[src/hdl/imem_pkg.sv]
`default_nettype none

package imem_pkg;

	// instruction memory geometry
	localparam int imem_addr_width = 4;
	localparam int imem_depth = 2 ** imem_addr_width;

	typedef logic [imem_addr_width-1:0] pc_t;
	typedef logic [31:0] inst_t;

	// power-up image
	localparam inst_t boot_word_0 = 32'hec000000;
	localparam inst_t boot_word_1 = 32'hf0000000;
	localparam inst_t boot_word_fill = 32'h0c000000;

	// serial timing, kept short for simulation
	localparam int clks_per_bit = 8;
	localparam int half_bit_clks = clks_per_bit / 2;
	localparam int baud_cnt_width = $clog2(clks_per_bit);
	localparam int rx_data_bits = 8;

	typedef logic [baud_cnt_width-1:0] baud_cnt_t;
	typedef logic [$clog2(rx_data_bits)-1:0] bit_idx_t;
	typedef logic [rx_data_bits-1:0] rx_data_t;

	// one received byte, data meaningful only while valid
	typedef struct packed {
		rx_data_t data;
		logic valid;
	} rx_byte_t;

	// registered fetch result
	typedef struct packed {
		inst_t inst;
		logic distinct;
	} fetch_t;

	typedef enum logic [2:0] {
		load_idle,
		load_byte0,
		load_byte1,
		load_byte2,
		load_byte3,
		load_write
	} load_state_e;

	typedef enum logic [1:0] {
		rx_idle,
		rx_start,
		rx_data,
		rx_stop
	} rx_state_e;

endpackage

`default_nettype wire

[src/hdl/uart_rx.sv]
`timescale 1ns/10ps
`default_nettype none

module uart_rx import imem_pkg::*; (
	input logic CLK,
	input logic reset,
	input logic rx,
	output rx_byte_t rx_byte,
	output logic frame_error
);

	// line synchronizer and edge history
	logic rx_meta;
	logic rx_sync;
	logic rx_last;
	logic rx_fall;

	rx_state_e rx_state;
	baud_cnt_t baud_cnt;
	bit_idx_t bit_idx;
	rx_data_t shift_reg;
	logic valid_q;
	logic frame_error_q;

	logic half_done;
	logic bit_done;
	logic last_bit;
	logic data_sample;

	// idle line is high, so the flops come out of reset high
	always_ff @(posedge CLK) begin
		if (reset) begin
			rx_meta <= 1'b1;
			rx_sync <= 1'b1;
			rx_last <= 1'b1;
		end else begin
			rx_meta <= rx;
			rx_sync <= rx_meta;
			rx_last <= rx_sync;
		end
	end

	// start condition is a high to low transition
	assign rx_fall = rx_last && !rx_sync;

	assign half_done = (baud_cnt == baud_cnt_t'(half_bit_clks - 1));
	assign bit_done = (baud_cnt == baud_cnt_t'(clks_per_bit - 1));
	assign last_bit = (bit_idx == bit_idx_t'(rx_data_bits - 1));
	assign data_sample = (rx_state == rx_data) && bit_done;

	always_ff @(posedge CLK) begin
		if (reset) begin
			rx_state <= rx_idle;
			baud_cnt <= '0;
			bit_idx <= '0;
			valid_q <= 1'b0;
			frame_error_q <= 1'b0;
		end else begin
			// strobes last one cycle
			valid_q <= 1'b0;
			frame_error_q <= 1'b0;
			case (rx_state)
				rx_idle: begin
					baud_cnt <= '0;
					if (rx_fall) begin
						rx_state <= rx_start;
					end
				end
				rx_start: begin
					if (half_done) begin
						baud_cnt <= '0;
						bit_idx <= '0;
						// start bit gone high again, treat as glitch
						if (rx_sync) begin
							rx_state <= rx_idle;
						end else begin
							rx_state <= rx_data;
						end
					end else begin
						baud_cnt <= baud_cnt + 1'b1;
					end
				end
				rx_data: begin
					if (bit_done) begin
						baud_cnt <= '0;
						bit_idx <= bit_idx + 1'b1;
						if (last_bit) begin
							rx_state <= rx_stop;
						end
					end else begin
						baud_cnt <= baud_cnt + 1'b1;
					end
				end
				rx_stop: begin
					if (bit_done) begin
						baud_cnt <= '0;
						rx_state <= rx_idle;
						if (rx_sync) begin
							valid_q <= 1'b1;
						end else begin
							frame_error_q <= 1'b1;
						end
					end else begin
						baud_cnt <= baud_cnt + 1'b1;
					end
				end
				default: begin
					rx_state <= rx_idle;
				end
			endcase
		end
	end

	// lsb arrives first, so shift in from the top
	always_ff @(posedge CLK) begin
		if (data_sample) begin
			shift_reg <= {rx_sync, shift_reg[rx_data_bits-1:1]};
		end
	end

	// shift_reg is stable from the stop bit until the next data bit
	assign rx_byte.data = shift_reg;
	assign rx_byte.valid = valid_q;
	assign frame_error = frame_error_q;

endmodule

`default_nettype wire

[src/hdl/inst_memory.sv]
`timescale 1ns/10ps
`default_nettype none

module inst_memory import imem_pkg::*; (
	input logic CLK,
	input logic reset,
	input pc_t pc,
	input rx_byte_t loader_byte,
	input logic loader_enable,
	output fetch_t fetch
);

	// word storage, boot image at power-up
	inst_t mem [imem_depth] = '{
		0: boot_word_0,
		1: boot_word_1,
		default: boot_word_fill
	};

	// fetch side
	inst_t inst_q;
	logic distinct_q;
	pc_t pc_prev;
	logic pc_seen;

	// loader side
	load_state_e load_state;
	load_state_e load_state_next;
	pc_t load_index;
	inst_t load_buf;
	logic load_take;
	logic load_commit;

	// a byte only counts while loading is enabled
	assign load_take = loader_enable && loader_byte.valid;
	assign load_commit = (load_state == load_write);

	// registered read, plus the loader write port
	always_ff @(posedge CLK) begin
		if (load_commit) begin
			mem[load_index] <= load_buf;
		end
		inst_q <= mem[pc];
	end

	// last sampled pc, compared on the next edge
	always_ff @(posedge CLK) begin
		pc_prev <= pc;
	end

	// first fetch after reset always counts as a new pc
	always_ff @(posedge CLK) begin
		if (reset) begin
			pc_seen <= 1'b0;
			distinct_q <= 1'b1;
		end else begin
			pc_seen <= 1'b1;
			distinct_q <= !pc_seen || (pc != pc_prev);
		end
	end

	assign fetch.inst = inst_q;
	assign fetch.distinct = distinct_q;

	// next state of the byte-packing loader
	always_comb begin
		load_state_next = load_state;
		if (!loader_enable) begin
			load_state_next = load_idle;
		end else begin
			case (load_state)
				load_idle: begin
					load_state_next = load_byte0;
				end
				load_byte0: begin
					if (load_take) begin
						load_state_next = load_byte1;
					end
				end
				load_byte1: begin
					if (load_take) begin
						load_state_next = load_byte2;
					end
				end
				load_byte2: begin
					if (load_take) begin
						load_state_next = load_byte3;
					end
				end
				load_byte3: begin
					if (load_take) begin
						load_state_next = load_write;
					end
				end
				load_write: begin
					// straight on to the next word
					load_state_next = load_byte0;
				end
				default: begin
					load_state_next = load_idle;
				end
			endcase
		end
	end

	always_ff @(posedge CLK) begin
		if (reset) begin
			load_state <= load_idle;
		end else begin
			load_state <= load_state_next;
		end
	end

	// index restarts whenever loading is switched off
	always_ff @(posedge CLK) begin
		if (reset || !loader_enable) begin
			load_index <= '0;
		end else if (load_commit) begin
			load_index <= load_index + 1'b1;
		end
	end

	// little endian packing, byte 0 into bits 7:0
	always_ff @(posedge CLK) begin
		if (load_take) begin
			case (load_state)
				load_byte0: begin
					load_buf[7:0] <= loader_byte.data;
				end
				load_byte1: begin
					load_buf[15:8] <= loader_byte.data;
				end
				load_byte2: begin
					load_buf[23:16] <= loader_byte.data;
				end
				load_byte3: begin
					load_buf[31:24] <= loader_byte.data;
				end
				default: begin
					load_buf <= load_buf;
				end
			endcase
		end
	end

endmodule

`default_nettype wire

[src/hdl/imem_subsystem.sv]
`timescale 1ns/10ps
`default_nettype none

module imem_subsystem import imem_pkg::*; (
	input logic CLK,
	input logic reset,
	input logic rx,
	input logic loader_enable,
	input pc_t pc,
	output fetch_t fetch,
	output logic frame_error
);

	// received bytes, one-cycle valid strobe
	rx_byte_t rx_byte;

	// host serial link
	uart_rx i_uart_rx (
		.CLK(CLK),
		.reset(reset),
		.rx(rx),
		.rx_byte(rx_byte),
		.frame_error(frame_error)
	);

	// instruction store and loader
	inst_memory i_inst_memory (
		.CLK(CLK),
		.reset(reset),
		.pc(pc),
		.loader_byte(rx_byte),
		.loader_enable(loader_enable),
		.fetch(fetch)
	);

endmodule

`default_nettype wire

[config.mk]
export PLATFORM = sky130hd
export DESIGN_NAME = imem_subsystem
export DESIGN_NICKNAME = d
export VERILOG_FILES = /design/src/hdl/imem_pkg.sv /design/src/hdl/uart_rx.sv /design/src/hdl/inst_memory.sv /design/src/hdl/imem_subsystem.sv
export SDC_FILE = /design/constraint.sdc
export NUM_CORES = 1
export LEC_CHECK = 0
export BUFFER_PORTS_ARGS = -buffer_cell sky130_fd_sc_hd__buf_2
export CAP_MARGIN = 20
export CORE_UTILIZATION = 49
export CTS_CLUSTER_DIAMETER = 50
export DETAILED_ROUTE_END_ITERATION = 10
export GPL_TIMING_DRIVEN = 0
export MAX_ROUTING_LAYER = met4
export PLACE_DENSITY_LB_ADDON = 0.08
export REMOVE_ABC_BUFFERS = 1
export SLEW_MARGIN = 15
export SYNTH_ARGS = -nofsm -noshare
export SYNTH_HDL_FRONTEND = slang
export SYNTH_HIERARCHICAL = 1
export SYNTH_SLANG_ARGS = --single-unit
export TNS_END_PERCENT = 10
[constraint.sdc]
create_clock -name CLK -period 6.9 [get_ports CLK]
set_input_delay 0.69 -clock CLK [delete_from_list [all_inputs] [get_ports CLK]]
set_output_delay 0.69 -clock CLK [all_outputs]
set_load 0.02 [all_outputs]
# == After elaboration in Yosys (flattened, before gate mapping) ==
# Memories as Yosys holds them, arrays and structs flattened. A register that Yosys moved wholly into a read port is not among the register bits.
# Index checks and enable logic that the tools add are counted.
# word_totals
output_inout_bits,34
rom_bits,0
latchBits,0
mem_bits_rw,512
mem_count,1
in_bits,8
ff_bits,66
# memory_table
name,words,word_bits,read_ports,rd_ports_with_merged_regs,wr,line,text
i_inst_memory.mem,16,32,1,1,1,inst_memory.sv:14,inst_t mem [imem_depth] = '{
# op_classes
multipliers,0
n_eq_ne,21
n_shift,0
div_mod_pow,0
n_mux,23
n_bitwise,3
n_reduce_logical,22
addsub,3
magnitude_cmp,0
# op_table
cell,n
2-to-1 mux 3 bit,8
inequality test 2 x 1 -> 1 bit (second input constant),9
one-hot mux 3 bit (5 select lines),1
== test 3 bit (second input constant),4
2-to-1 mux 2 bit,6
== test 3 x 2 -> 1 bit (second input constant),3
one-hot mux 3 bit (3 select lines),1
one-hot mux 2 bit (4 select lines),1
AND reduction 2 bit,4
adder 3 x 1 -> 3 bit (second input constant),2
one-hot mux 3 bit (2 select lines),1
OR reduction 2 bit,3
2-to-1 mux 1 bit,5
AND reduction 5 bit,1
adder 4 x 1 -> 4 bit (second input constant),1
== test 2 bit (second input constant),2
inequality test 4 bit,1
AND reduction 4 bit,1
== test 3 x 1 -> 1 bit (second input constant),1
logical AND 1 bit,3
zero test 1 bit,3
zero test 3 bit,1
inverter 1 bit,3
AND reduction 3 bit,1
other kinds (5),6

# == Depth between registers and ports, before layout ==
# Gate-level depths: netlist (run 1).
# logic_depth
ltp_word,4
depth_mapped,6
depth_no_buf,6

# == Modules after synthesis ==
# The synthesis (run 1) kept the hierarchy.
# by_module_without_submodules
module,n_inst,seq_area_each_um2,area_each_um2,cells_each
inst_memory,1,17236.5,21361.7,935
uart_rx,1,500.5,850.8,67

# == Worst setup path before layout (run 1) ==
# No wires, ideal clock.
# synth_timing
kind,reg-to-reg
from,register i_inst_memory.load_state[0]
to,memory i_inst_memory/mem[0][0] (netlist bit) (enable)
stages_incl_launch_ff,5
synth_period_minus_slack_ps,3555
path_buffers,1
arrival_time_ps,3094
path_slack_ps,3345
required_ps,6439
cell_sequence,dfxtp_1 clkbuf_1 and3b_1 nand2_1 nor3_1
# synth_between
elab_chain_len,3
# synth_rtl
element,line,text
start: declaration,inst_memory.sv:27,load_state_e load_state;
start signal: assignment,inst_memory.sv:108,load_state <= load_idle;
start signal: assignment,inst_memory.sv:110,load_state <= load_state_next;
== test 3 bit,inst_memory.sv:36,assign load_commit = (load_state == load_write);
2-to-1 mux 1 bit,inst_memory.sv:40,if (load_commit) begin
2-to-1 mux 1 bit (implied by the code),inst_memory.sv:41,mem[load_index] <= load_buf;
end: declaration,inst_memory.sv:14,
# Every way passes these cells.

# == Final worst setup path (run 1) ==
# layout_timing
from,register i_inst_memory.load_state[0]
to,memory i_inst_memory/mem[1][10] (netlist bit) (enable)
# The elaborated chain is that of the path after synthesis.

==> results_tabular.tex, run 1 <==
\begin{tabular}{lr}
\hline
Metric & Value \\
\hline
\multicolumn{2}{l}{\textbf{Run status}} \\
Run status & finished clean \\
\multicolumn{2}{l}{\textbf{Timing}} \\
Period minus WS final & 2670 ps \\
Final setup viols & 0 \\
Hold Violations, Final & 0 \\
Setup repair after global routing missed its margin & no \\
Maximum operating frequency & 374 MHz \\
Count of pins over their slew limit & 0 \\
Worst-case setup margin in the final layout & 4230 ps \\
Fin Hold WS & 262 ps \\
Final worst path period share & 0.387 \\
Transition time at the pin with the least slew margin & 1050 ps \\
Worst Clk Skew & 15.9 ps \\
Worst slew slack as a fraction of its limit & 0.299 \\
\multicolumn{2}{l}{\textbf{Setup path}} \\
CP Launch Point & i\_inst\_memory/load\_state[0]\$\_SDFFE\_PP0P\_ \\
Worst EP required & 7220 ps \\
Worst EP arrival & 2990 ps \\
Type of element launching the critical path & flop \\
Critical path endpoint category & flop \\
Slowest stage delay, CP & 700 ps \\
CP Max Fanout & 9 \\
Category of the critical setup timing path & reg -> reg \\
Critical path's slowest cell & sky130\_fd\_sc\_hd\_\_nor3\_2 \\
Most common cell on crit path & sky130\_fd\_sc\_hd\_\_buf\_6 \\
Cell Chain, Critical Path & and3b\_1, nand2\_1, nor3\_2, buf\_6, buf\_4, buf\_6 \\
Startpoint of the worst register-to-register path & i\_inst\_memory/load\_state[0]\$\_SDFFE\_PP0P\_ \\
\multicolumn{2}{l}{\textbf{Final layout}} \\
Largest registers ranked by flip-flop count & i\_inst\_memory/mem x512, i\_inst\_memory/inst\_q x32, i\_inst\_memory/load\_buf x32 \\
Layout cell share with drive strength beyond 1 & 0.296 \\
Synth-to-Final Area Change & 17.4\% \\
Diode insertion count for antenna repair & 0 \\
Layout Nets & 1124 \\
Number of filler cells placed in the layout & 3240 \\
Final std cells w/o fill & 1752 \\
Final core utilization & 0.586 \\
Flip-flop count of the largest register after layout & 512 \\
Register bank with the most flops & i\_inst\_memory/mem \\
\multicolumn{2}{l}{\textbf{Die}} \\
Cell Rows & 77 \\
DIE AREA & 0.0462 sq mm \\
Number of ports placed on the die boundary & 42 \\
Starting density of the core & 0.499 \\
Die X-Extent & 215 microns \\
Floorplan die height & 215 microns \\
Placeable core area & 0.0445 sq mm \\
\multicolumn{2}{l}{\textbf{Pwr}} \\
Switching fraction of total power & 0.197 \\
Switching power of the nets & 0.00147 W \\
Peak supply drop & 217 uV \\
Clock network fraction of total power & 0.434 \\
Power density over cell area & 287 mW/mm\^{}2 \\
Cell-internal power & 0.00602 W \\
Sequential fraction of design power & 0.534 \\
Leakage power figure & 8.50 nW \\
Gate power share & 0.033 \\
\multicolumn{2}{l}{\textbf{Global route}} \\
Initial antenna violation count & 0 \\
Global router's overall resource usage & 0.212 \\
Via count of the first global-routing pass & 10300 \\
Largest net degree at the start of global routing & 72 \\
First-pass GRT wire length & 68500 microns \\
Overall overflow remaining after global route & 0 \\
\multicolumn{2}{l}{\textbf{Clocking}} \\
Total setup buffers inserted after CTS & 0 \\
CTS Buffer Depth & 3 \\
CTS Sinks & 610 \\
Skew-Pair Late Insertion Delay & 620 ps \\
CTS tree & built \\
Number of gates given a new drive strength after cts & 0 \\
CTS Buf Count & 61 \\
H-tree depth reported by CTS & 2 \\
Post-CTS clock slew at the launch and capture registers of the worst setup and hold paths & 60 ps \\
Post-CTS Hold Buffers & 0 \\
CTS Root Buffer Type & sky130\_fd\_sc\_hd\_\_clkbuf\_16 \\
\multicolumn{2}{l}{\textbf{Placed design}} \\
Setup slack after placement & 3900 ps \\
Port bufs & 41 \\
GP Congestion & 0.695 \\
Hpwl dp & 27800 microns \\
Dpl cells & 1636 \\
\multicolumn{2}{l}{\textbf{Job}} \\
Number of maximum-capacitance violations & 0 \\
\multicolumn{2}{l}{\textbf{Yosys}} \\
Number of distinct library cell variants in the gate-level netlist after synthesis & 49 \\
Number of enable flip-flop cells after synthesis & 552 \\
Mapped Area & 0.0222 sq mm \\
Share of the yosys chip area belonging to registers & 0.799 \\
Post-synthesis sequential element count & 610 \\
Mean area per synthesized cell & 22.2 sq um \\
Main synth FF type & sky130\_fd\_sc\_hd\_\_edfxtp\_1 \\
Yosys warning total & 6 \\
Synthesized instance count & 1002 \\
Yosys top cell area share & 0.746 \\
Dominant cell type by area after synthesis & sky130\_fd\_sc\_hd\_\_edfxtp\_1 \\
Commonest cells post-synth & sky130\_fd\_sc\_hd\_\_edfxtp\_1 (552), sky130\_fd\_sc\_hd\_\_mux4\_2 (128), sky130\_fd\_sc\_hd\_\_a22oi\_1 (64) \\
Ys async rst share & 0 \\
Most frequently used cell type in the post-synthesis netlist & sky130\_fd\_sc\_hd\_\_edfxtp\_1 \\
Most area-consuming cells after synthesis & sky130\_fd\_sc\_hd\_\_edfxtp\_1 (75\%), sky130\_fd\_sc\_hd\_\_mux4\_2 (13\%), sky130\_fd\_sc\_hd\_\_dfxtp\_1 (5.2\%) \\
\multicolumn{2}{l}{\textbf{Route}} \\
DRT iter0 DRCs & 949 \\
DRT Pass-1 Iters & 5 \\
Vias after detailed routing & 10200 \\
Wirelength per Cell & 26.3 microns \\
Final routed wirelength across all metal layers & 46100 microns \\
Drc violations & 0 \\
Count of antenna-violating nets left after detailed routing & 0 \\
Vias/cell & 5.81 \\
\multicolumn{2}{l}{\textbf{Worst hold path}} \\
Class of the tightest hold or removal check & in -> reg \\
Critical hold path startpoint & rx \\
\hline
\end{tabular}
stage by stage:
step / total power [W] / TNS, ps / area, sq um
final: 0.00749 / 0 / 26100
after global routing: 0.00772 / 0 / 26100
after CTS: 0.00757 / 0 / 26100
after detailed placement: 0.00432 / 0 / 24100
after global placement: 0.00433 / -10400 / 22900
after floorplan: 0.00421 / 0 / 22000
area by class of cell:
| cell class | count | area [sq um] | area share |
|---|---|---|---|
| Sequential cell | 610 | 17700 | 0.680 |
| Clock inverter | 24 | 223 | 0.00854 |
| Timing Repair Buffer | 95 | 1230 | 0.0472 |
| Clock buffer | 92 | 1780 | 0.0681 |
| Multi-Input combinational cell | 330 | 4330 | 0.166 |
| Tap cell | 592 | 741 | 0.0284 |
| Inverter | 9 | 33.8 | 0.00130 |
cell usage in the layout (no fill, tap or decap), types with 2 or more instances in the layout:
cell | Yosys | final
sky130_fd_sc_hd__a211oi_1 | 2 | 2
sky130_fd_sc_hd__a21oi_1 | 6 | 6
sky130_fd_sc_hd__a22oi_1 | 64 | 64
sky130_fd_sc_hd__a31oi_1 | 2 | 2
sky130_fd_sc_hd__and3b_1 | 2 | 2
sky130_fd_sc_hd__buf_12 | 0 | 3
sky130_fd_sc_hd__buf_16 | 0 | 27
sky130_fd_sc_hd__buf_2 | 9 | 41
sky130_fd_sc_hd__buf_4 | 10 | 15
sky130_fd_sc_hd__buf_6 | 1 | 7
sky130_fd_sc_hd__buf_8 | 0 | 2
sky130_fd_sc_hd__bufinv_16 | 0 | 4
sky130_fd_sc_hd__clkbuf_1 | 30 | 20
sky130_fd_sc_hd__clkbuf_16 | 0 | 63
sky130_fd_sc_hd__clkbuf_8 | 0 | 9
sky130_fd_sc_hd__clkinv_1 | 0 | 7
sky130_fd_sc_hd__clkinv_2 | 0 | 10
sky130_fd_sc_hd__clkinv_4 | 0 | 2
sky130_fd_sc_hd__dfxtp_1 | 58 | 58
sky130_fd_sc_hd__edfxtp_1 | 552 | 552
sky130_fd_sc_hd__ha_1 | 9 | 9
sky130_fd_sc_hd__inv_1 | 9 | 9
sky130_fd_sc_hd__mux2i_1 | 2 | 2
sky130_fd_sc_hd__mux4_2 | 128 | 128
sky130_fd_sc_hd__nand2_1 | 46 | 46
sky130_fd_sc_hd__nand2b_1 | 4 | 4
sky130_fd_sc_hd__nand3_1 | 2 | 2
sky130_fd_sc_hd__nand4b_1 | 2 | 2
sky130_fd_sc_hd__nor2_1 | 21 | 8
sky130_fd_sc_hd__nor2_4 | 0 | 13
sky130_fd_sc_hd__nor2b_4 | 0 | 2
sky130_fd_sc_hd__nor3_2 | 1 | 5
sky130_fd_sc_hd__nor3b_1 | 2 | 2
sky130_fd_sc_hd__nor4b_2 | 0 | 2
sky130_fd_sc_hd__o21ai_0 | 2 | 2
sky130_fd_sc_hd__or2_2 | 3 | 3
sky130_fd_sc_hd__xor2_1 | 2 | 2
per-layer routing:
metal / track usage / vias to the layer above / routed length (microns) / part of all wire
li1: - / 4398 / - / -
met1: 0.312 / 5403 / 21200 / 0.46
met2: 0.306 / 303 / 21300 / 0.46
met3: 0.0331 / 81 / 2430 / 0.053
met4: 0.0671 / 0 / 1110 / 0.024
met5: - / - / 0 / 0
power by group through the flow:
stage	clock, W	combinational [W]	sequential [W]
3_3_place_gp	0	0.000255	0.00408
6_report	0.00325	0.000244	0.00400
4_1_cts	0.00332	0.000249	0.00400
5_1_grt	0.00346	0.000261	0.00400
2_1_floorplan	0	0.000109	0.00410
3_5_place_dp	0	0.000248	0.00408
worst paths after layout:
| check | cells past startpoint | slack (ps) | end |
|---|---|---|---|
| worst max-delay path | 6 | 4230 | i_inst_memory/mem[1][10]$_DFFE_PP_ |
| worst min-delay path | 2 | 260 | i_uart_rx/rx_meta$_SDFF_PP1_ |
| worst max register to register | 6 | 4230 | i_inst_memory/mem[1][10]$_DFFE_PP_ |
| worst min register to register | 1 | 410 | i_uart_rx/rx_sync$_SDFF_PP1_ |
worst max-delay path, delay by kind of cell, from the launching register on:
family                 cells  cell delay (ps)
buffers and inverters      3              580
DFF                        1              510
and+or+nand+nor            3             1280
cell families after synthesis:
family,after synthesis,share of synthesized area
muxes,131,0.131
xor gates and xnor gates,3,0.00118
buffers and inverters,62,0.0130
DFF,610,0.799
AOI/OAI and AO/OA,86,0.0287
and+or+nand+nor,101,0.0223
adders and majority gates,9,0.00507
No activity file was read; power rests on OpenSTA's default activity.
==> run 2: changes to the inputs <==
- clock period: 6.9 -> 2.2 ns (I/O delays scaled with it)
==> run 2 against run 1 <==
Net effect: the flow now finishes with violations (setup timing); hold slack lost 190 ps; clock power grew to 3.1 times the previous value; flip-flop and latch count is the same; non-clock buffer count grew 10; sequential power grew to 3.1 times the previous value; count of clock-buffer cells in the layout is the same; utilization grew 0.40 points.
==> results_tabular.tex, run 2 (synthesis gave the netlist of run 1 again) <==
\begin{tabular}{lr}
\hline
Metric & Value \\
\hline
\multicolumn{2}{l}{\textbf{Setup path}} \\
Slowest stage delay, CP & 490 ps (-210 ps) \\
CP Max Fanout & 6 (-3) \\
Reg2reg end & i\_inst\_memory/mem[3][12]\$\_DFFE\_PP\_ \\
Crit-path leading delay family & simple AND/OR/NAND/NOR gates \\
Worst setup path end & i\_inst\_memory/mem[3][12]\$\_DFFE\_PP\_ \\
Critical path's slowest cell & sky130\_fd\_sc\_hd\_\_nor3\_4 \\
Critical path endpoint category & flop \\
Type of element launching the critical path & flop \\
Cell depth of the worst flop-to-flop path & 6 (unchanged) \\
Cell Chain, Critical Path & ha\_1, nand4b\_1, nor3\_4, buf\_6, buf\_12, buf\_8 \\
Worst EP arrival & 2560 ps (-430 ps) \\
Total buffers and inverters traversed by the critical path & 3 (unchanged) \\
Category of the critical setup timing path & reg -> reg \\
Worst EP required & 2520 ps (-4700 ps) \\
Startpoint of the worst register-to-register path & i\_inst\_memory/load\_index[1]\$\_SDFFE\_PP0P\_ \\
Setup slack of the most critical reg-to-reg path & -40 ps (-4260 ps) \\
Logic depth of the worst setup path including buffers & 6 (unchanged) \\
CP Launch Point & i\_inst\_memory/load\_index[1]\$\_SDFFE\_PP0P\_ \\
\multicolumn{2}{l}{\textbf{Run status}} \\
Violated checks & setup timing \\
Run status & complete, but fails checks \\
\multicolumn{2}{l}{\textbf{Final layout}} \\
Final std cells w/o fill & 1762 (+0.57\%) \\
Flip-flop count of the largest register after layout & 512 (unchanged) \\
Synth-to-Final Area Change & 18.2\% \\
Layout cell share with drive strength beyond 1 & 0.306 (+0.0103) \\
Layout Nets & 1134 (+0.89\%) \\
Commonest non-fill, non-tap cells in the layout & sky130\_fd\_sc\_hd\_\_edfxtp\_1 (552), sky130\_fd\_sc\_hd\_\_mux4\_2 (128), sky130\_fd\_sc\_hd\_\_a22oi\_1 (64) \\
Commonest non-fill, non-tap cell in the layout & sky130\_fd\_sc\_hd\_\_edfxtp\_1 \\
Register bank with the most flops & i\_inst\_memory/mem \\
Diode insertion count for antenna repair & 0 (unchanged) \\
Largest registers ranked by flip-flop count & i\_inst\_memory/mem x512, i\_inst\_memory/inst\_q x32, i\_inst\_memory/load\_buf x32 \\
\multicolumn{2}{l}{\textbf{Route}} \\
Vias after detailed routing & 10200 (+0.29\%) \\
Vias/cell & 5.80 (-0.27\%) \\
Drc violations & 0 (unchanged) \\
Wirelength per Cell & 26.2 microns (-0.51\%) \\
Count of antenna-violating nets left after detailed routing & 0 (unchanged) \\
DRT iter0 DRCs & 982 (+3.5\%) \\
Final routed wirelength across all metal layers & 46200 microns (about the same) \\
DRT Pass-1 Iters & 5 (unchanged) \\
\multicolumn{2}{l}{\textbf{Placed design}} \\
Port bufs & 41 (unchanged) \\
GP Congestion & 0.695 (unchanged) \\
Dpl cells & 1636 (unchanged) \\
Hpwl dp & 27800 microns (unchanged) \\
\multicolumn{2}{l}{\textbf{Pwr}} \\
Power density over cell area & 895 mW/mm\^{}2 (+210\%) \\
Peak supply drop & 681 uV (+210\%) \\
Leakage power figure & 8.54 nW (+0.44\%) \\
\multicolumn{2}{l}{\textbf{Die}} \\
Cell Rows & 77 (unchanged) \\
DIE AREA & 0.0462 sq mm (unchanged) \\
Floorplan die height & 215 microns (unchanged) \\
Number of ports placed on the die boundary & 42 (unchanged) \\
Placeable core area & 0.0445 sq mm (unchanged) \\
Starting density of the core & 0.499 (unchanged) \\
Die X-Extent & 215 microns (unchanged) \\
\multicolumn{2}{l}{\textbf{Clocking}} \\
CTS tree & built \\
Post-CTS clock slew at the launch and capture registers of the worst setup and hold paths & 60 ps (about the same) \\
CTS Buffer Depth & 3 (unchanged) \\
H-tree depth reported by CTS & 2 (unchanged) \\
CTS Sinks & 610 (unchanged) \\
CTS Root Buffer Type & sky130\_fd\_sc\_hd\_\_clkbuf\_16 \\
CTS Buf Count & 61 (unchanged) \\
Skew-Pair Late Insertion Delay & 620 ps (about the same) \\
\multicolumn{2}{l}{\textbf{Timing}} \\
Worst-case setup margin in the final layout & -36.3 ps (-4260 ps) \\
Transition time at the pin with the least slew margin & 1040 ps (-4.95 ps) \\
Final setup viols & 10 (+10) \\
Setup repair after global routing missed its margin & yes \\
Period minus WS final & 2240 ps (-436 ps) \\
Maximum operating frequency & 447 MHz (+19\%) \\
Worst Clk Skew & 17.4 ps (+1.54 ps) \\
Hold Violations, Final & 0 (unchanged) \\
Final worst path period share & 1.02 (+0.629) \\
Worst slew slack as a fraction of its limit & 0.302 (+0.00331) \\
Count of pins over their slew limit & 0 (unchanged) \\
Accumulated negative setup slack & -246 ps (-246 ps) \\
\multicolumn{2}{l}{\textbf{Worst hold path}} \\
Class of the tightest hold or removal check & in -> reg \\
\multicolumn{2}{l}{\textbf{Global route}} \\
First-pass GRT wire length & 68600 microns (about the same) \\
Largest net degree at the start of global routing & 72 (unchanged) \\
Overall overflow remaining after global route & 0 (unchanged) \\
Global router's overall resource usage & 0.212 (+0.000295) \\
Initial antenna violation count & 0 (unchanged) \\
Via count of the first global-routing pass & 10400 (+0.37\%) \\
\multicolumn{2}{l}{\textbf{Job}} \\
Number of maximum-capacitance violations & 0 (unchanged) \\
\hline
\end{tabular}
run 2: cell types whose count changed in the layout (fill, tap and decap cells not counted), sizes merged:
| cell | before | now |
|---|---|---|
| dlygate4sd3 | 0 | 6 |
| buf | 95 | 99 |
run 2: metal layers:
| layer | up-vias | wire (microns) | global-route usage |
|---|---|---|---|
| met1 | 5415 | 21000 | 0.313 |
| met4 | 0 | 1120 | 0.0671 |
| met5 | - | 0 | - |
| met2 | 307 | 21400 | 0.306 |
| li1 | 4415 | - | - |
| met3 | 78 | 2610 | 0.0331 |
run 2: worst min-delay path by stage:
stage	to	cells past startpoint	start
after floorplan	i_inst_memory/pc_prev[0]$_DFF_P_	0	pc[0]
after global placement	i_inst_memory/pc_prev[2]$_DFF_P_	1	pc[2]
after detailed placement	i_uart_rx/rx_sync$_SDFF_PP1_	1	i_uart_rx/rx_meta$_SDFF_PP1_
after CTS	i_inst_memory/pc_prev[1]$_DFF_P_	1	pc[1]
after global routing	i_inst_memory/pc_prev[1]$_DFF_P_	1	pc[1]
final	i_inst_memory/pc_prev[1]$_DFF_P_	1	pc[1]
run 2: report_power, final:
part | leakage (nW) | internal [W] | switching, W
Sequential | 5.44 | 0.0125 | 0.0000245
Clock | 0.984 | 0.00602 | 0.00417
Combinational | 2.11 | 0.000353 | 0.000419
run 2: final cells by class:
class | count | area, sq um
inverter | 9 | 33.8
fill | 3214 | 18300
multi-input combinational | 330 | 4370
clock buffer | 92 | 1780
clock inverter | 24 | 223
timing repair buffer | 105 | 1360
tap | 592 | 741
sequential | 610 | 17800
run 2: what timing repair did:
action	4_1_cts	5_1_grt
resized for setup	23	5
endpoints found under the setup margin	214	119
setup buffers	2	2
endpoints found under the hold margin	14	0
pin swaps	5	5
hold buffers	6	0
run 2: metrics by stage:
stage	total power, W	hold WS (ps)	cell area, sq um	setup slack, ps	utilization
floorplan	0.0132	248	22000	-1250	-
global placement	0.0136	404	22900	-4900	0.515
detailed placement	0.0136	393	24100	-466	0.541
CTS	0.0237	9.32	26200	-102	0.589
global route	0.0242	46.7	26300	-107	0.590
finish	0.0235	70.1	26300	-36.3	0.590
run 2: worst reg2reg max path, stage by stage (launching register included):
cell and delay, ps:
sky130_fd_sc_hd__dfxtp_4 370, sky130_fd_sc_hd__ha_1 140, sky130_fd_sc_hd__nand4b_1 430, sky130_fd_sc_hd__nor3_4 500, sky130_fd_sc_hd__buf_6 220, sky130_fd_sc_hd__buf_12 150, sky130_fd_sc_hd__buf_8 140
==> run 3: changes to the inputs <==
==> constraint.sdc (replaced) <==
create_clock -name CLK -period 2.2 [get_ports CLK]
set_input_delay 0.55 -clock CLK [delete_from_list [all_inputs] [get_ports CLK]]
set_output_delay 0.55 -clock CLK [all_outputs]
set_load 0.02 [all_outputs]
==> run 3 against run 2 <==
Net effect: the run still ends with setup timing left; register-to-register slack about the same; global-route usage barely moved; non-clock buffer count down 6; first-iteration DRC count shrank 2.7%; maximum frequency grew 0.30%; routed wire length shrank 0.16%; critical endpoint is now i_inst_memory/mem[3][10]$_DFFE_PP_; largest power group unchanged.
==> results_tabular.tex, run 3 (synthesis gave the netlist of run 1 again) <==
\begin{tabular}{lr}
\hline
Metric & Value \\
\hline
\multicolumn{2}{l}{\textbf{Run status}} \\
Run status & complete, but fails checks \\
Violated checks & setup timing \\
\multicolumn{2}{l}{\textbf{Die}} \\
Cell Rows & 77 (unchanged) \\
Die X-Extent & 215 microns (unchanged) \\
Floorplan die height & 215 microns (unchanged) \\
Starting density of the core & 0.499 (unchanged) \\
Placeable core area & 0.0445 sq mm (unchanged) \\
DIE AREA & 0.0462 sq mm (unchanged) \\
Number of ports placed on the die boundary & 42 (unchanged) \\
\multicolumn{2}{l}{\textbf{Timing}} \\
Final setup viols & 9 (-1) \\
Worst Clk Skew & 15.3 ps (-2.14 ps) \\
Period minus WS final & 2230 ps (-6.61 ps) \\
Count of pins over their slew limit & 0 (unchanged) \\
Maximum operating frequency & 448 MHz (+0.30\%) \\
Worst slew slack as a fraction of its limit & 0.295 (-0.00667) \\
Final worst path period share & 1.01 (-0.00300) \\
Hold Violations, Final & 0 (unchanged) \\
Setup repair after global routing missed its margin & yes \\
Transition time at the pin with the least slew margin & 1050 ps (+9.97 ps) \\
Worst-case setup margin in the final layout & -29.7 ps (+6.61 ps) \\
\multicolumn{2}{l}{\textbf{Global route}} \\
Via count of the first global-routing pass & 10400 (-0.15\%) \\
Global router's overall resource usage & 0.212 (about the same) \\
First-pass GRT wire length & 68500 microns (about the same) \\
Overall overflow remaining after global route & 0 (unchanged) \\
Initial antenna violation count & 0 (unchanged) \\
Largest net degree at the start of global routing & 72 (unchanged) \\
\multicolumn{2}{l}{\textbf{Clocking}} \\
CTS Sinks & 610 (unchanged) \\
Post-CTS clock slew at the launch and capture registers of the worst setup and hold paths & 60 ps (about the same) \\
CTS Buf Count & 61 (unchanged) \\
Skew-Pair Late Insertion Delay & 620 ps (about the same) \\
CTS Buffer Depth & 3 (unchanged) \\
CTS tree & built \\
H-tree depth reported by CTS & 2 (unchanged) \\
CTS Root Buffer Type & sky130\_fd\_sc\_hd\_\_clkbuf\_16 \\
\multicolumn{2}{l}{\textbf{Final layout}} \\
Commonest non-fill, non-tap cell in the layout & sky130\_fd\_sc\_hd\_\_edfxtp\_1 \\
Number of filler cells placed in the layout & 3211 (-0.093\%) \\
Final core utilization & 0.589 (about the same) \\
Register bank with the most flops & i\_inst\_memory/mem \\
Footprint of the multi-input gates & 0.00440 sq mm (+0.63\%) \\
Synth-to-Final Area Change & 18.1\% (about the same) \\
Register Area & 0.0178 sq mm (unchanged) \\
Diode insertion count for antenna repair & 0 (unchanged) \\
Largest registers ranked by flip-flop count & i\_inst\_memory/mem x512, i\_inst\_memory/inst\_q x32, i\_inst\_memory/load\_buf x32 \\
Commonest non-fill, non-tap cells in the layout & sky130\_fd\_sc\_hd\_\_edfxtp\_1 (552), sky130\_fd\_sc\_hd\_\_mux4\_2 (128), sky130\_fd\_sc\_hd\_\_clkbuf\_16 (63) \\
Layout cell share with drive strength beyond 1 & 0.313 (+0.00673) \\
Flip-flop count of the largest register after layout & 512 (unchanged) \\
Layout Nets & 1128 (-0.53\%) \\
\multicolumn{2}{l}{\textbf{Placed design}} \\
Setup slack after placement & -662 ps (-195 ps) \\
Port bufs & 41 (unchanged) \\
GP Congestion & 0.695 (unchanged) \\
Hpwl dp & 27800 microns (unchanged) \\
\multicolumn{2}{l}{\textbf{Pwr}} \\
Switching fraction of total power & 0.197 (+0.000318) \\
Sequential fraction of design power & 0.533 (about the same) \\
Leakage power figure & 8.52 nW (-0.20\%) \\
Clock network fraction of total power & 0.434 (about the same) \\
Cell-internal power & 0.0189 W (about the same) \\
Power density over cell area & 896 mW/mm\^{}2 (+0.11\%) \\
Peak supply drop & 683 uV (+0.38\%) \\
Switching power of the nets & 0.00463 W (+0.19\%) \\
Gate power share & 0.033 (about the same) \\
\multicolumn{2}{l}{\textbf{Route}} \\
DRT iter0 DRCs & 955 (-2.7\%) \\
DRT Pass-1 Iters & 5 (unchanged) \\
Vias after detailed routing & 10200 (-0.24\%) \\
Vias/cell & 5.80 (about the same) \\
Count of antenna-violating nets left after detailed routing & 0 (unchanged) \\
Drc violations & 0 (unchanged) \\
Wirelength per Cell & 26.2 microns (+0.18\%) \\
Final routed wirelength across all metal layers & 46100 microns (-0.16\%) \\
\multicolumn{2}{l}{\textbf{Job}} \\
Number of maximum-capacitance violations & 0 (unchanged) \\
\multicolumn{2}{l}{\textbf{Worst hold path}} \\
WHS Path Cells & 2 (+1) \\
Class of the tightest hold or removal check & in -> reg \\
Critical hold path startpoint & rx \\
Hold worst-path end & i\_uart\_rx/rx\_meta\$\_SDFF\_PP1\_ \\
\multicolumn{2}{l}{\textbf{Setup path}} \\
Category of the critical setup timing path & reg -> reg \\
Reg2reg end & i\_inst\_memory/mem[3][10]\$\_DFFE\_PP\_ \\
Startpoint of the worst register-to-register path & i\_inst\_memory/load\_index[0]\$\_SDFFE\_PP0P\_ \\
Critical path endpoint category & flop \\
Setup slack of the most critical reg-to-reg path & -30 ps (about the same) \\
CP Max Fanout & 6 (unchanged) \\
Type of element launching the critical path & flop \\
Worst EP required & 2520 ps (about the same) \\
Cell depth of the worst flop-to-flop path & 6 (unchanged) \\
Worst EP arrival & 2550 ps (about the same) \\
\hline
\end{tabular}
## run 3: worst max-delay path: stages (launching register included)
cell and delay (ps):
sky130_fd_sc_hd__dfxtp_4 360, sky130_fd_sc_hd__ha_1 150, sky130_fd_sc_hd__nand4b_1 430, sky130_fd_sc_hd__nor3_4 490
sky130_fd_sc_hd__buf_6 220, sky130_fd_sc_hd__buf_12 150, sky130_fd_sc_hd__buf_8 130
## run 3: repair_timing
action	CTS	global route
endpoints found under the setup margin	218	126
pin swaps	5	5
gates resized for setup	24	12
setup buffers	2	2
hold buffers	0	0
## run 3: routing by layer
layer	global-route usage	up-vias	routed length (microns)
met3	0.0333	78	2460
li1	-	4404	-
met2	0.306	300	21300
met4	0.0671	0	1130
met5	-	-	0
met1	0.313	5408	21200
## run 3: worst max path at each step
stage | to | cells after the start | slack (ps) | startpoint
detailed placement | i_inst_memory/inst_q[14]$_DFF_P_ | 6 | -660 | pc[0]
CTS | i_inst_memory/mem[7][4]$_DFFE_PP_ | 5 | -100 | i_inst_memory/load_index[0]$_SDFFE_PP0P_
global route | i_inst_memory/mem[3][10]$_DFFE_PP_ | 6 | -110 | i_inst_memory/load_index[1]$_SDFFE_PP0P_
global placement | i_inst_memory/mem[2][10]$_DFFE_PP_ | 3 | -4900 | i_inst_memory/load_state[0]$_SDFFE_PP0P_
finish | i_inst_memory/mem[3][10]$_DFFE_PP_ | 6 | -30 | i_inst_memory/load_index[0]$_SDFFE_PP0P_
floorplan | i_inst_memory/mem[0][0]$_DFFE_PP_ | 3 | -1250 | i_inst_memory/load_state[1]$_SDFFE_PP0P_
## run 3: final cells by class
class,count,share of cell area
Clock buffer,92,0.0677
Sequential cell,610,0.677
Inverter,9,0.00129
Multi-Input combinational cell,330,0.168
Timing Repair Buffer,99,0.0498
Tap cell,592,0.0282
Clock inverter,24,0.00849
## run 3: power groups by stage
stage / Clock [W] / Sequential (W) / Combinational [W]
after CTS: 0.0104 / 0.0125 / 0.000781
after detailed placement: 0 / 0.0128 / 0.000779
after global placement: 0 / 0.0128 / 0.000798
final: 0.0102 / 0.0125 / 0.000772
after global routing: 0.0109 / 0.0125 / 0.000828
after floorplan: 0 / 0.0129 / 0.000340
## run 3: per-stage QoR
| stage | cells | cell area [sq um] | TNS [ps] | total power, W | hold slack (ps) |
|---|---|---|---|---|---|
| finish | 1756 | 26200 | -159 | 0.0235 | 120 |
| global route | 1756 | 26200 | -2230 | 0.0242 | 110 |
| CTS | 1754 | 26200 | -1650 | 0.0237 | 97.2 |
| detailed placement | 1636 | 24100 | -46080 | 0.0136 | 393 |
| global placement | 1582 | 22900 | -1684500 | 0.0136 | 406 |
| floorplan | 949 | 22000 | -295920 | 0.0132 | 389 |
